==> src/hw/lock_pkg.sv <==
package lock_pkg;

    localparam int CODE_DIGITS = 3;  // digits in one code

    // kind of a decoded key press
    typedef enum logic [1:0] {
        KEY_DIGIT     = 2'd0,
        KEY_ENTER     = 2'd1,
        KEY_CLR_ENTRY = 2'd2,
        KEY_CLR_ALL   = 2'd3
    } key_kind_e;

    typedef struct packed {
        logic      valid;  // high for one cycle per press
        key_kind_e kind;
        logic [3:0] digit;  // bcd, only meaningful for KEY_DIGIT
    } key_event_t;

    typedef enum logic [1:0] {
        MODE_ENTRY  = 2'd0,
        MODE_OPEN   = 2'd1,
        MODE_LOCKED = 2'd2
    } lock_mode_e;

    typedef struct packed {
        lock_mode_e       mode;
        logic [1:0]       count;   // digits entered so far
        logic [2:0][3:0]  digits;  // index 0 is rightmost
    } lock_view_t;

    // segments g..a, active high
    typedef logic [6:0] seg_t;

    typedef seg_t [2:0] seg_row_t;  // index 0 is rightmost

    localparam seg_t SEG_DIGIT [10] = '{
        7'h3f,  // 0
        7'h06,  // 1
        7'h5b,  // 2
        7'h4f,  // 3
        7'h66,  // 4
        7'h6d,  // 5
        7'h7d,  // 6
        7'h07,  // 7
        7'h7f,  // 8
        7'h6f   // 9
    };

    localparam seg_t SEG_BLANK = 7'h00;
    localparam seg_t SEG_P     = 7'h73;  // a b e f g
    localparam seg_t SEG_A     = 7'h77;
    localparam seg_t SEG_S     = 7'h6d;  // same shape as 5
    localparam seg_t SEG_DASH  = 7'h40;  // g only

endpackage

==> src/hw/key_decoder.sv <==
`timescale 1ns/1ps

module key_decoder import lock_pkg::*; (
    input  logic        clk,
    input  logic        arst_n,
    input  logic [15:0] keys,
    output key_event_t  key_event
);

    logic [15:0] keys_q;     // current sample
    logic [15:0] keys_prev;  // sample one cycle earlier
    key_event_t  decoded;

    // one-hot level to event, unknown patterns give nothing
    always_comb begin
        decoded = '0;
        case (keys_q)
            16'h0001: decoded = '{valid: 1'b1, kind: KEY_ENTER,     digit: 4'd0};
            16'h0100: decoded = '{valid: 1'b1, kind: KEY_CLR_ALL,   digit: 4'd0};
            16'h1000: decoded = '{valid: 1'b1, kind: KEY_CLR_ENTRY, digit: 4'd0};
            16'h0008: decoded = '{valid: 1'b1, kind: KEY_DIGIT,     digit: 4'd0};
            16'h0080: decoded = '{valid: 1'b1, kind: KEY_DIGIT,     digit: 4'd1};
            16'h0040: decoded = '{valid: 1'b1, kind: KEY_DIGIT,     digit: 4'd2};
            16'h0020: decoded = '{valid: 1'b1, kind: KEY_DIGIT,     digit: 4'd3};
            16'h0800: decoded = '{valid: 1'b1, kind: KEY_DIGIT,     digit: 4'd4};
            16'h0400: decoded = '{valid: 1'b1, kind: KEY_DIGIT,     digit: 4'd5};
            16'h0200: decoded = '{valid: 1'b1, kind: KEY_DIGIT,     digit: 4'd6};
            16'h8000: decoded = '{valid: 1'b1, kind: KEY_DIGIT,     digit: 4'd7};
            16'h4000: decoded = '{valid: 1'b1, kind: KEY_DIGIT,     digit: 4'd8};
            16'h2000: decoded = '{valid: 1'b1, kind: KEY_DIGIT,     digit: 4'd9};
            default:  decoded = '0;  // none, several or unused keys
        endcase
    end

    always_ff @(posedge clk or negedge arst_n) begin
        if (!arst_n) begin
            keys_q    <= '0;
            keys_prev <= '0;
            key_event <= '0;
        end else begin
            keys_q    <= keys;
            keys_prev <= keys_q;
            key_event <= decoded;
            // a held key only counts on its first sample
            if (keys_q == keys_prev) begin
                key_event.valid <= 1'b0;
            end
        end
    end

endmodule

==> src/hw/code_lock.sv <==
`timescale 1ns/1ps

module code_lock import lock_pkg::*; #(
    parameter logic [11:0] PASSCODE      = 12'h246,
    parameter int          LOCKOUT_TRIES = 6,
    parameter int          TRIES_W       = 4
) (
    input  logic               clk,
    input  logic               arst_n,
    input  key_event_t         key_event,
    output lock_view_t         view,
    output logic [TRIES_W-1:0] tries,
    output logic               alarm
);

    localparam lock_view_t       VIEW_EMPTY = '{mode: MODE_ENTRY, count: 2'd0, digits: '0};
    localparam logic [TRIES_W-1:0] TRIES_MAX = TRIES_W'(LOCKOUT_TRIES);
    localparam logic [1:0]       FULL_COUNT = 2'(CODE_DIGITS);

    logic [TRIES_W-1:0] tries_inc;
    logic               code_match;
    logic               entry_full;

    assign tries_inc  = (tries == TRIES_MAX) ? tries : tries + 1'b1;  // saturates
    assign code_match = (view.digits == PASSCODE);  // digit 2 is most significant
    assign entry_full = (view.count == FULL_COUNT);

    always_ff @(posedge clk or negedge arst_n) begin
        if (!arst_n) begin
            view  <= VIEW_EMPTY;
            tries <= '0;
            alarm <= 1'b0;
        end else begin
            alarm <= 1'b0;  // one cycle only
            if (key_event.valid) begin
                if (key_event.kind == KEY_CLR_ALL) begin
                    view  <= VIEW_EMPTY;  // from any mode
                    tries <= '0;
                end else begin
                    case (view.mode)
                        MODE_ENTRY: begin
                            case (key_event.kind)
                                KEY_DIGIT: begin
                                    if (!entry_full) begin
                                        view.digits <= {view.digits[1:0], key_event.digit};
                                        view.count  <= view.count + 2'd1;
                                    end
                                end
                                KEY_ENTER: begin
                                    if (entry_full) begin
                                        if (code_match) begin
                                            view.mode <= MODE_OPEN;
                                        end else begin
                                            view       <= VIEW_EMPTY;
                                            tries      <= tries_inc;
                                            alarm      <= 1'b1;
                                            // last allowed try locks the pad
                                            if (tries_inc == TRIES_MAX) begin
                                                view.mode <= MODE_LOCKED;
                                            end
                                        end
                                    end
                                end
                                KEY_CLR_ENTRY: begin
                                    view <= VIEW_EMPTY;
                                end
                                default: begin
                                    view <= view;
                                end
                            endcase
                        end
                        MODE_OPEN: begin
                            if (key_event.kind == KEY_CLR_ENTRY) begin
                                view <= VIEW_EMPTY;  // relock
                            end
                        end
                        default: begin
                            view <= view;  // locked waits for clear all
                        end
                    endcase
                end
            end
        end
    end

endmodule

==> src/hw/seg_display.sv <==
`timescale 1ns/1ps

module seg_display import lock_pkg::*; (
    input  logic       clk,
    input  logic       arst_n,
    input  lock_view_t view,
    output seg_row_t   seg
);

    seg_row_t seg_next;

    // guards against non-bcd values
    function automatic seg_t digit_seg(input logic [3:0] d);
        if (d <= 4'd9) begin
            return SEG_DIGIT[d];
        end
        return SEG_BLANK;
    endfunction

    always_comb begin
        seg_next = {3{SEG_BLANK}};
        case (view.mode)
            MODE_ENTRY: begin
                // right aligned, unused positions stay dark
                for (int i = 0; i < CODE_DIGITS; i++) begin
                    if (i < view.count) begin
                        seg_next[i] = digit_seg(view.digits[i]);
                    end
                end
            end
            MODE_OPEN: begin
                seg_next = {SEG_P, SEG_A, SEG_S};  // reads PAS
            end
            MODE_LOCKED: begin
                seg_next = {3{SEG_DASH}};
            end
            default: begin
                seg_next = {3{SEG_BLANK}};
            end
        endcase
    end

    always_ff @(posedge clk or negedge arst_n) begin
        if (!arst_n) begin
            seg <= {3{SEG_BLANK}};
        end else begin
            seg <= seg_next;
        end
    end

endmodule

==> src/hw/alarm_tone.sv <==
`timescale 1ns/1ps

module alarm_tone #(
    parameter int TONE_HALF_PERIOD = 50000,
    parameter int ALARM_CYCLES     = 150000000
) (
    input  logic clk,
    input  logic arst_n,
    input  logic alarm,
    output logic buzzer
);

    localparam int DUR_W  = $clog2(ALARM_CYCLES + 1);
    localparam int HALF_W = $clog2(TONE_HALF_PERIOD + 1);

    logic              active;
    logic [DUR_W-1:0]  dur_cnt;   // cycles since the alarm pulse
    logic [HALF_W-1:0] half_cnt;  // cycles in the current half period

    always_ff @(posedge clk or negedge arst_n) begin
        if (!arst_n) begin
            active   <= 1'b0;
            dur_cnt  <= '0;
            half_cnt <= '0;
            buzzer   <= 1'b0;
        end else if (alarm) begin
            active   <= 1'b1;  // also restarts a running tone
            dur_cnt  <= DUR_W'(1);
            half_cnt <= '0;
            buzzer   <= 1'b1;
        end else if (active) begin
            dur_cnt <= dur_cnt + 1'b1;
            if (dur_cnt == DUR_W'(ALARM_CYCLES - 1)) begin
                active <= 1'b0;  // tone over
                buzzer <= 1'b0;
            end else if (half_cnt == HALF_W'(TONE_HALF_PERIOD - 1)) begin
                half_cnt <= '0;
                buzzer   <= ~buzzer;
            end else begin
                half_cnt <= half_cnt + 1'b1;
            end
        end
    end

endmodule

==> src/hw/keypad_lock_top.sv <==
`timescale 1ns/1ps

module keypad_lock_top import lock_pkg::*; #(
    parameter logic [11:0] PASSCODE         = 12'h246,
    parameter int          LOCKOUT_TRIES    = 6,
    parameter int          TRIES_W          = 4,
    parameter int          TONE_HALF_PERIOD = 50000,
    parameter int          ALARM_CYCLES     = 150000000
) (
    input  logic               clk,
    input  logic               arst_n,
    input  logic [15:0]        keys,
    output seg_row_t           seg,
    output logic [TRIES_W-1:0] tries,
    output logic               buzzer
);

    key_event_t key_event;
    lock_view_t view;
    logic       alarm;  // one pulse per wrong code

    key_decoder key_decoder_inst (
        .clk       (clk),
        .arst_n    (arst_n),
        .keys      (keys),
        .key_event (key_event)
    );

    code_lock #(
        .PASSCODE      (PASSCODE),
        .LOCKOUT_TRIES (LOCKOUT_TRIES),
        .TRIES_W       (TRIES_W)
    ) code_lock_inst (
        .clk       (clk),
        .arst_n    (arst_n),
        .key_event (key_event),
        .view      (view),
        .tries     (tries),
        .alarm     (alarm)
    );

    seg_display seg_display_inst (
        .clk    (clk),
        .arst_n (arst_n),
        .view   (view),
        .seg    (seg)
    );

    alarm_tone #(
        .TONE_HALF_PERIOD (TONE_HALF_PERIOD),
        .ALARM_CYCLES     (ALARM_CYCLES)
    ) alarm_tone_inst (
        .clk    (clk),
        .arst_n (arst_n),
        .alarm  (alarm),
        .buzzer (buzzer)
    );

endmodule

==> config.mk <==
export PLATFORM = sky130hd
export DESIGN_NAME = keypad_lock_top
export DESIGN_NICKNAME = d
export VERILOG_FILES = /design/src/hw/lock_pkg.sv /design/src/hw/key_decoder.sv /design/src/hw/code_lock.sv /design/src/hw/seg_display.sv /design/src/hw/alarm_tone.sv /design/src/hw/keypad_lock_top.sv
export SDC_FILE = /design/constraint.sdc
export NUM_CORES = 1
export LEC_CHECK = 0
export ABC_AREA = 0
export BUFFER_PORTS_ARGS = -buffer_cell sky130_fd_sc_hd__clkbuf_2
export CELL_PAD_IN_SITES_DETAIL_PLACEMENT = 2
export CELL_PAD_IN_SITES_GLOBAL_PLACEMENT = 2
export CORE_MARGIN = 4
export CORE_UTILIZATION = 39
export DETAILED_ROUTE_END_ITERATION = 16
export PLACE_DENSITY_LB_ADDON = 0.1
export SKIP_CTS_REPAIR_TIMING = 1
export SYNTH_ARGS = -nofsm -noshare
export SYNTH_HDL_FRONTEND = slang
export SYNTH_SLANG_ARGS = --single-unit
export TNS_END_PERCENT = 100
==> constraint.sdc <==
create_clock -name clk -period 2.72 [get_ports clk]
set_clock_uncertainty 0.05 [all_clocks]
set_input_delay 0 -clock clk [delete_from_list [all_inputs] [get_ports clk]]
set_output_delay 0 -clock clk [all_outputs]
set_load 0.1 [all_outputs]
==> flow_summary.yaml, run 1 <==
floorplan:
  chipWidth_um: 135
  core_um2: 15800
  initial_utilization_pct: 39.7
  ioPinCount: 44
  height_of_the_chip_um: 135
  placementRows: 46
  floorplan.die_area_um2: 18200
global_routing:
  maximum_number_of_pins_on_one_net_before_global_route_repair: 82
  grt_first_pass_wirelength_mm: 28.7
  overflow: 0
  first_global_vias: 5562
  antenna_found_initial: 0
  grt.total_usage_pct: 19.8
power_and_ir_drop:
  logic_gate_share_of_total_power_pct: 3.1
  p_int_mw: 3.28
  leakagePower_nw: 3.36
  power.switching_fraction_pct: 25.0
  p_seq_share_pct: 44.5
  p_sw_mw: 1.09
  clock_power_share_pct: 52.4
  peakVddDrop_mv: 0.441
  total_power_density_per_cell_area_nw_per_um2: 575
  power_mw: 4.37
worst_setup_path:
  largest_stage_delay_worst_path_ns: 0.58
  timing.critical_path.from_type: "flop"
  timing.critical_path.fanout_max: 9
  critPathArrivalTime_ns: 2.82
  critPathKind: "reg -> reg"
  timing.critical_path.required_ns: 2.97
  worst_path_max_delay_cell: "sky130_fd_sc_hd__or4_4"
  crit_path_cell_trace: "or4b_1 -> or4_4 -> o31a_1 -> nand2_2 -> o41ai_1"
  cp.buffers_inverters: 0
  worst_setup_path_end_kind: "flop"
  cp_delay_by_family_top: "simple AND/OR/NAND/NOR gates"
cts:
  num_cts_buffers: 17
  insertion_delay_ns: 0.43
  cts_htree_levels: 4
  cts_tree: "built"
  cts_buffer_depth: 2
  tritoncts_num_sinks: 127
  cts.clk_slew.worst_paths_ns: 0.07
  clockRootBuffer: "sky130_fd_sc_hd__clkbuf_16"
finish:
  multi_input_comb_area_um2: 2940
  final-seq-area_um2: 3180
  antenna-diode-count: 0
  final.fill_count: 1648
  fin_nets: 758
  post-route-util_pct: 48.0
  post_route_cells_drive_above_1_share_pct: 15.1
  syn_to_final_growth_pct: 20.9
sta:
  post-route-period-util_pct: 94.6
  min_period_ns: 2.57
  setup_violations: 0
  setup_tns_ns: 0
  final_hold_viol_count: 0
  timing.hold.ws_ns: 0.164
  timing.slew.headroom_pct: 33.3
  final_critical_path_setup_slack_ns: 0.147
  drv_slew: 0
  worst-slew-pin-transition_ns: 1.00
  unrepaired_setup_endpoints_after_global_routing: "false"
  fmax_ghz: 0.389
synthesis:
  post-synth-top-area-fraction_pct: 50.6
  ys_async_sr_fraction_pct: 100
  netlist-cell-type-count: 59
  number_of_enable_type_register_cells_in_the_synthesized_netlist: 0
  yosys_most_used_dff: "sky130_fd_sc_hd__dfrtp_1"
  post_synthesis_sequential_area_ratio_pct: 50.6
  postSynthCellCount: 632
  post_synth_main_area_contributors: "sky130_fd_sc_hd__dfrtp_1 51%, sky130_fd_sc_hd__ha_1 6.0%, sky130_fd_sc_hd__o21ai_0 4.7%"
  synth_fp_nets: 680
  syn_area_um2: 6290
  ys_seq_elements: 127
  synth_largest_area_cell: "sky130_fd_sc_hd__dfrtp_1"
  synth_area_per_cell_um2: 9.95
  synth_warnings: 0
place:
  hpwl_after_dpl_mm: 11.9
  dp_slack_ns: 0.0466
  placement.io_buffers: 43
  place.gp.congestion: 0.791
routing:
  total_wirelength_of_the_detailed_routed_design_mm: 17.0
  detailroute.via_count: 5055
  final_antenna_net_count: 0
  wl_per_cell_um: 18.1
  post_drt_via_cell_ratio: 5.38
  drc: 0
  dr.first_iter.drc_count: 177
  drtPass1Iterations: 4
hold_path:
  hold_class: "in -> reg"
run:
  drv.max_cap_violation_count: 0
outcome:
  outcome: "complete, no violations"
==> power by group through the flow <==
stage,logic (mW),registers (mW),clock network [mW]
2_1_floorplan,0.0438,1.98,0
3_3_place_gp,0.113,1.98,0
3_5_place_dp,0.119,1.98,0
4_1_cts,0.120,1.95,2.34
5_1_grt,0.151,1.95,2.44
6_report,0.134,1.95,2.29
==> worst register-to-register path: stages (launching register included) <==
cell	delay (ns)
sky130_fd_sc_hd__dfrtp_1	0.44
sky130_fd_sc_hd__or4b_1	0.57
sky130_fd_sc_hd__or4_4	0.58
sky130_fd_sc_hd__o31a_1	0.45
sky130_fd_sc_hd__nand2_2	0.23
sky130_fd_sc_hd__o41ai_1	0.12
==> routing by layer <==
metal	up-vias	wire length, um	GRT usage [%]
li1	2391	-	-
met1	2591	7520	25.0
met2	56	8750	34.4
met3	17	461	4.06
met4	0	240	5.88
met5	-	0	0
==> sequential cells by signal (all words and copies together) (netlist names) <==
register / flops
alarm_tone_inst.active: 1
alarm_tone_inst.buzzer: 1
alarm_tone_inst.dur_cnt: 28
alarm_tone_inst.half_cnt: 16
code_lock_inst.alarm: 1
code_lock_inst.tries: 4
code_lock_inst.view: 16
key_decoder_inst.key_event: 7
key_decoder_inst.keys_prev: 16
key_decoder_inst.keys_q: 16
seg_display_inst.seg: 21
==> Yosys cell counts (3+ instances only) <==
library cell and instances:
sky130_fd_sc_hd__and2_1 3, sky130_fd_sc_hd__ha_1 30, sky130_fd_sc_hd__xor2_1 21, sky130_fd_sc_hd__mux2i_1 4, sky130_fd_sc_hd__a31oi_1 4, sky130_fd_sc_hd__mux2_2 3
sky130_fd_sc_hd__o41ai_1 3, sky130_fd_sc_hd__nand3_1 30, sky130_fd_sc_hd__nor2_1 59, sky130_fd_sc_hd__dfrtp_1 127, sky130_fd_sc_hd__nor2b_1 11, sky130_fd_sc_hd__nor3b_1 5
sky130_fd_sc_hd__a21oi_1 18, sky130_fd_sc_hd__or4_1 4, sky130_fd_sc_hd__inv_1 21, sky130_fd_sc_hd__xnor2_1 25, sky130_fd_sc_hd__nor3_1 14, sky130_fd_sc_hd__and3_1 9
sky130_fd_sc_hd__nor4_1 10, sky130_fd_sc_hd__or3_1 5, sky130_fd_sc_hd__nand2b_1 11, sky130_fd_sc_hd__o21bai_1 3, sky130_fd_sc_hd__clkbuf_1 17, sky130_fd_sc_hd__nand4_1 22
sky130_fd_sc_hd__o21ai_0 59, sky130_fd_sc_hd__o31ai_1 10, sky130_fd_sc_hd__nand2_1 60, sky130_fd_sc_hd__o311a_1 3
==> layout by cell type (no fill, tap or decap), types with 18 or more instances in the layout <==
cell type,instances
sky130_fd_sc_hd__dfrtp_1,127
sky130_fd_sc_hd__nand2_1,60
sky130_fd_sc_hd__nor2_1,59
sky130_fd_sc_hd__o21ai_0,59
sky130_fd_sc_hd__clkbuf_2,42
sky130_fd_sc_hd__nand3_1,30
sky130_fd_sc_hd__ha_1,30
sky130_fd_sc_hd__xnor2_1,25
sky130_fd_sc_hd__nand4_1,22
sky130_fd_sc_hd__buf_4,22
sky130_fd_sc_hd__inv_1,21
sky130_fd_sc_hd__xor2_1,21
sky130_fd_sc_hd__a21oi_1,18
==> area by class of cell <==
cell class	count	area share, %
multi-input combinational	462	38.6
clock buffer	17	5.60
clock inverter	15	2.16
inverter	21	1.04
sequential	127	41.8
tap	216	3.56
timing repair buffer	81	7.18
==> kinds of logic after synthesis <==
logic type	Yosys count	synth area share, %
simple gates	259	21.2
compound gates	120	12.0
xor+xnor	46	6.41
flops	127	50.6
mux	7	1.17
fa+ha+maj	30	5.97
buf+inv	43	2.73
==> stage by stage <==
step | cells | cell area, um2
after floorplan | 632 | 6290
after global placement | 888 | 6820
after detailed placement | 888 | 6820
after CTS | 920 | 7410
after global routing | 939 | 7600
final | 939 | 7600
==> worst paths after layout <==
kind / slack (ns) / start / cells after the start / endpoint
max reg2reg: 0.15 / alarm_tone_inst.dur_cnt[7]$_DFFE_PN0P_ / 5 / alarm_tone_inst.half_cnt[8]$_DFFE_PN0P_
max: 0.15 / alarm_tone_inst.dur_cnt[7]$_DFFE_PN0P_ / 5 / alarm_tone_inst.half_cnt[8]$_DFFE_PN0P_
min reg2reg: 0.37 / key_decoder_inst.keys_q[4]$_DFF_PN0_ / 0 / key_decoder_inst.keys_prev[4]$_DFF_PN0_
max in group asynchronous: 1.57 / arst_n / 3 / alarm_tone_inst.dur_cnt[21]$_DFFE_PN0P_
min in group asynchronous: 0.24 / arst_n / 2 / seg_display_inst.seg[9]$_DFF_PN0_
min: 0.16 / keys[14] / 2 / key_decoder_inst.keys_q[14]$_DFF_PN0_
No activity file was read; power rests on OpenSTA's default activity.
==> run 2, diff against run 1 <==
- SLEW_MARGIN: unset -> 20
- clock period: 2.72 -> 2.61 ns (I/O delays scaled with it)
==> run 2 against run 1 <==
  * Cell count up 0.53%
  * Utilization up 0.43 points
  * Total power up 4.0%
==> flow_summary.yaml, run 2 (same netlist as run 1, synthesis figures left out) <==
routing:
  post_drt_via_cell_ratio: 5.38
  drtPass1Iterations: 4
  drc: 0
  final_antenna_net_count: 0
  detailroute.via_count: 5075
  wl_per_cell_um: 19.1
  total_wirelength_of_the_detailed_routed_design_mm: 18.0
  dr.first_iter.drc_count: 198
global_routing:
  antenna_found_initial: 0
  grt.total_usage_pct: 20.6
  first_global_vias: 5614
  overflow: 0
  maximum_number_of_pins_on_one_net_before_global_route_repair: 78
  grt_first_pass_wirelength_mm: 29.9
sta:
  worst-slew-pin-transition_ns: 0.994
  timing.slew.headroom_pct: 33.7
  setup_tns_ns: 0
  fmax_ghz: 0.401
  final_hold_viol_count: 0
  post-route-period-util_pct: 95.5
  setup_violations: 0
  unrepaired_setup_endpoints_after_global_routing: "false"
  min_period_ns: 2.49
  drv_slew: 0
floorplan:
  ioPinCount: 44
  floorplan.die_area_um2: 18200
  chipWidth_um: 135
  height_of_the_chip_um: 135
  core_um2: 15800
  placementRows: 46
  initial_utilization_pct: 39.7
finish:
  syn_to_final_growth_pct: 22.0
  layout.cells.most_common_list: "125 x sky130_fd_sc_hd__dfrtp_1, 60 x sky130_fd_sc_hd__nand2_1, 59 x sky130_fd_sc_hd__nor2_1, 59 x sky130_fd_sc_hd__o21ai_0, 42 x sky130_fd_sc_hd__clkbuf_2"
  largest_registers: "alarm_tone_inst.dur_cnt: 28 flops, seg_display_inst.seg: 21 flops"
  largest_reg_flops: 28
  commonest_non_fill_non_tap_cell_in_the_layout: "sky130_fd_sc_hd__dfrtp_1"
  largest-register: "alarm_tone_inst.dur_cnt"
  antenna-diode-count: 0
  post_route_cells_drive_above_1_share_pct: 16.1
  finalInstanceArea_um2: 7670
  fin_nets: 763
  final.fill_count: 1669
place:
  place.gp.congestion: 0.777
  hpwl_after_dpl_mm: 12.2
  placement.io_buffers: 43
  detailed_place.area_um2: 6890
worst_setup_path:
  worstReg2RegEnd: "alarm_tone_inst.half_cnt[5]$_DFFE_PN0P_"
  timing.critical_path.from_type: "flop"
  reg2reg_slack_ns: 0.12
  cp-startpoint: "alarm_tone_inst.dur_cnt[13]$_DFFE_PN0P_"
  worst_setup_path_end_kind: "flop"
  timing.critical_path.fanout_max: 8
  critPathKind: "reg -> reg"
  critPathArrivalTime_ns: 2.75
  worst-r2r-cell-count: 6
  r2r_start: "alarm_tone_inst.dur_cnt[13]$_DFFE_PN0P_"
  timing.critical_path.required_ns: 2.87
cts:
  tritoncts_num_sinks: 127
  cts_buffer_depth: 2
  cts.clk_slew.worst_paths_ns: 0.06
  num_cts_buffers: 17
  clockRootBuffer: "sky130_fd_sc_hd__clkbuf_16"
  cts_tree: "built"
  cts_htree_levels: 4
  insertion_delay_ns: 0.43
hold_path:
  hold_class: "in -> reg"
  hold-path-endpoint: "key_decoder_inst.keys_q[11]$_DFF_PN0_"
  min-delay-start: "keys[11]"
  hold-path-cell-count: 2
power_and_ir_drop:
  leakagePower_nw: 3.39
  peakVddDrop_mv: 0.464
  total_power_density_per_cell_area_nw_per_um2: 593
run:
  drv.max_cap_violation_count: 0
outcome:
  outcome: "complete, no violations"
-- run 2: layer usage --
layer	up-vias	global-route usage (%)	wire length, um
met5	-	0	0
met4	0	6.27	324
met3	26	4.28	439
met2	77	35.0	9160
met1	2573	26.7	8120
li1	2399	-	-
-- run 2: final cells by class --
type,count,area (um2),area share (%)
clock buffer,18,439,5.73
clock inverter,14,148,1.93
inverter,21,78.8,1.03
multi-input combinational,462,2950,38.5
sequential,127,3180,41.5
tap,216,270,3.53
timing repair buffer,86,599,7.82
-- run 2: worst max-delay path by stage --
| stage | end | cells after the start | slack (ns) |
|---|---|---|---|
| 2_1_floorplan | alarm_tone_inst.half_cnt[4]$_DFFE_PN0P_ | 6 | 0.28 |
| 3_3_place_gp | alarm_tone_inst.half_cnt[8]$_DFFE_PN0P_ | 5 | 0.13 |
| 3_5_place_dp | alarm_tone_inst.half_cnt[5]$_DFFE_PN0P_ | 6 | 0.04 |
| 4_1_cts | alarm_tone_inst.half_cnt[5]$_DFFE_PN0P_ | 6 | 0.001 |
| 5_1_grt | alarm_tone_inst.half_cnt[8]$_DFFE_PN0P_ | 6 | 0.007 |
| 6_report | alarm_tone_inst.half_cnt[5]$_DFFE_PN0P_ | 6 | 0.12 |
-- run 2: stage by stage --
step           util, %  power, mW  cells  setup WS (ns)  hold slack, ns
2_1_floorplan        -       2.11    632          0.278          -0.346
4_1_cts           47.2       4.57    927        0.00123          -0.392
5_1_grt           48.4       4.72    944        0.00684           0.160
3_3_place_gp      43.5       2.18    895          0.131          0.0580
3_5_place_dp      43.5       2.19    895         0.0359          0.0605
6_report          48.4       4.54    944          0.119           0.166
-- run 2: worst max-delay path, cell delays in order, from the launching register on --
cell and delay [ns]:
sky130_fd_sc_hd__dfrtp_1 0.44, sky130_fd_sc_hd__or4b_1 0.53, sky130_fd_sc_hd__or4_4 0.60, sky130_fd_sc_hd__o32ai_4 0.36
sky130_fd_sc_hd__buf_6 0.19, sky130_fd_sc_hd__o21ai_0 0.11, sky130_fd_sc_hd__o41ai_1 0.09
-- run 2: power by group --
group          total (mW)  switching, mW  internal [mW]
Clock                2.37           1.00           1.37
Combinational       0.142         0.0821         0.0600
Sequential           2.03         0.0333           2.00
==> run 3, diff against run 2 <==
- CTS_CLUSTER_SIZE: unset -> 8
- PLACE_DENSITY: unset -> 0.79
- PLACE_DENSITY_LB_ADDON: 0.1 -> unset
==> run 3 against run 2 <==
  * Total power grew 2.3%
  * Register-to-register slack worse by 0.05 ns
  * Count of clock-buffer cells in the layout fell by 1
  * Utilization is essentially flat
  * Clock power rose by 5%
  * Sequential share of layout area shrank 0.053 points
  * Critical path type unchanged
  * Largest cell class unchanged
  * Highest routed layer unchanged
==> flow_summary.yaml, run 3 (same netlist as run 1, synthesis figures left out) <==
cts:
  cts_htree_levels: 4
  tritoncts_num_sinks: 127
  cts.clk_slew.worst_paths_ns: 0.07
  cts_tree: "built"
  cts_buffer_depth: 2
  insertion_delay_ns: 0.44
  clockRootBuffer: "sky130_fd_sc_hd__clkbuf_16"
  num_cts_buffers: 17
place:
  place.gp.congestion: 0.766
  hpwl_after_dpl_mm: 12.2
  placement.io_buffers: 43
  dp_slack_ns: 0.0588
worst_setup_path:
  timing.critical_path.required_ns: 2.87
  timing.critical_path.from_type: "flop"
  worst_setup_path_end_kind: "flop"
  worst_path_max_delay_cell: "sky130_fd_sc_hd__or4b_2"
  largest_stage_delay_worst_path_ns: 0.75
  critPathKind: "reg -> reg"
  critPathArrivalTime_ns: 2.80
  crit_path_cell_trace: "or4b_2 -> o41ai_1 -> buf_4 -> a21oi_1 -> o21ai_0 -> o21ai_0"
  timing.critical_path.fanout_max: 12
  crit_top_cell: "sky130_fd_sc_hd__o21ai_0"
sta:
  drv_slew: 0
  post-route-period-util_pct: 97.5
  final_hold_viol_count: 0
  fmax_ghz: 0.393
  setup_violations: 0
  setup_tns_ns: 0
  worst-slew-pin-transition_ns: 0.628
  final_critical_path_setup_slack_ns: 0.0642
  min_period_ns: 2.55
  timing.slew.headroom_pct: 58.1
  unrepaired_setup_endpoints_after_global_routing: "true"
power_and_ir_drop:
  power.switching_fraction_pct: 26.0
  p_seq_share_pct: 43.7
  leakagePower_nw: 3.39
  p_sw_mw: 1.21
  p_int_mw: 3.44
  logic_gate_share_of_total_power_pct: 3.1
  clock_power_share_pct: 53.3
  peakVddDrop_mv: 0.464
  power_mw: 4.65
  total_power_density_per_cell_area_nw_per_um2: 606
finish:
  largest_registers: "alarm_tone_inst.dur_cnt: 28 flops, seg_display_inst.seg: 21 flops"
  layout.cells.most_common_list: "127 x sky130_fd_sc_hd__dfrtp_1, 60 x sky130_fd_sc_hd__nand2_1, 59 x sky130_fd_sc_hd__nor2_1, 59 x sky130_fd_sc_hd__o21ai_0, 42 x sky130_fd_sc_hd__clkbuf_2"
  commonest_non_fill_non_tap_cell_in_the_layout: "sky130_fd_sc_hd__dfrtp_1"
  largest-register: "alarm_tone_inst.dur_cnt"
  syn_to_final_growth_pct: 22.0
  post-route-util_pct: 48.5
  antenna-diode-count: 0
  post_route_cells_drive_above_1_share_pct: 15.2
  largest_reg_flops: 28
  final.fill_count: 1609
  fin_nets: 759
global_routing:
  maximum_number_of_pins_on_one_net_before_global_route_repair: 78
  grt_first_pass_wirelength_mm: 30.9
  grt.total_usage_pct: 21.5
  first_global_vias: 5800
  antenna_found_initial: 0
  overflow: 0
routing:
  wl_per_cell_um: 20.1
  drtPass1Iterations: 4
  dr.first_iter.drc_count: 276
  post_drt_via_cell_ratio: 5.49
  detailroute.via_count: 5164
  total_wirelength_of_the_detailed_routed_design_mm: 18.9
  final_antenna_net_count: 0
  drc: 0
run:
  drv.max_cap_violation_count: 0
outcome:
  outcome: "complete, no violations"
floorplan:
  floorplan.die_area_um2: 18200
  height_of_the_chip_um: 135
  placementRows: 46
  core_um2: 15800
  chipWidth_um: 135
  ioPinCount: 44
  initial_utilization_pct: 39.7
hold_path:
  hold_class: "in -> async"
## run 3: cell count changes in the layout (fill, tap and decap cells not counted), moves of 2 or more
cell                       previous run  this run
sky130_fd_sc_hd__buf_4               25        21
sky130_fd_sc_hd__clkinv_8             0         3
sky130_fd_sc_hd__inv_8                2         6
sky130_fd_sc_hd__inv_6                6         4
sky130_fd_sc_hd__dfrtp_2              2         0
sky130_fd_sc_hd__clkinv_4             4         1
sky130_fd_sc_hd__dfrtp_1            125       127
## run 3: cell type report
cell class                 count  area, um2  share of cell area (%)
inverter                      21       78.8                    1.03
sequential                   127       3180                    41.4
timing repair buffer          82        568                    7.41
tap                          216        270                    3.52
clock buffer                  17        425                    5.55
multi-input combinational    462       2960                    38.6
clock inverter                15        190                    2.48
## run 3: power by group through the flow
stage	clock, mW	combinational, mW	sequential [mW]
after floorplan	0	0.0456	2.06
after global placement	0	0.116	2.06
after detailed placement	0	0.123	2.07
after CTS	2.53	0.125	2.03
after global routing	2.63	0.162	2.03
final	2.48	0.143	2.03
## run 3: worst max-delay path, delay by kind of cell, from the launching register on
kind | cells | cell delay, ns
compound gates | 4 | 0.90
flops | 1 | 0.44
buf+inv | 1 | 0.28
simple gates | 1 | 0.75
## run 3: through the flow
stage / cells / hold slack [ns] / cell area [um2]
finish: 940 / 0.0717 / 7670
global route: 940 / 0.131 / 7670
CTS: 922 / -0.715 / 7470
detailed placement: 890 / -0.242 / 6850
global placement: 890 / -0.241 / 6850
floorplan: 632 / -0.346 / 6290
## run 3: metal layers
layer | track usage, % | share of wire [%] | vias up
met5 | 0 | 0 | -
met1 | 26.6 | 42 | 2672
met3 | 4.51 | 3.0 | 30
met2 | 37.0 | 52 | 65
li1 | - | - | 2397
met4 | 8.06 | 2.1 | 0
## run 3: path summary, 6_finish.rpt
kind                                                         start                                  endpoint  slack, ns  depth (start not counted)
hold / removal                                              arst_n         seg_display_inst.seg[5]$_DFF_PN0_       0.07                          3
hold reg to reg               key_decoder_inst.keys_q[4]$_DFF_PN0_   key_decoder_inst.keys_prev[4]$_DFF_PN0_       0.39                          0
max in group asynchronous                                   arst_n        alarm_tone_inst.buzzer$_DFFE_PN0P_       1.86                          3
min in group clk                                           keys[1]      key_decoder_inst.keys_q[1]$_DFF_PN0_       0.15                          2
setup reg to reg           alarm_tone_inst.half_cnt[4]$_DFFE_PN0P_  alarm_tone_inst.half_cnt[11]$_DFFE_PN0P_       0.06                          6
setup / recovery           alarm_tone_inst.half_cnt[4]$_DFFE_PN0P_  alarm_tone_inst.half_cnt[11]$_DFFE_PN0P_       0.06                          6
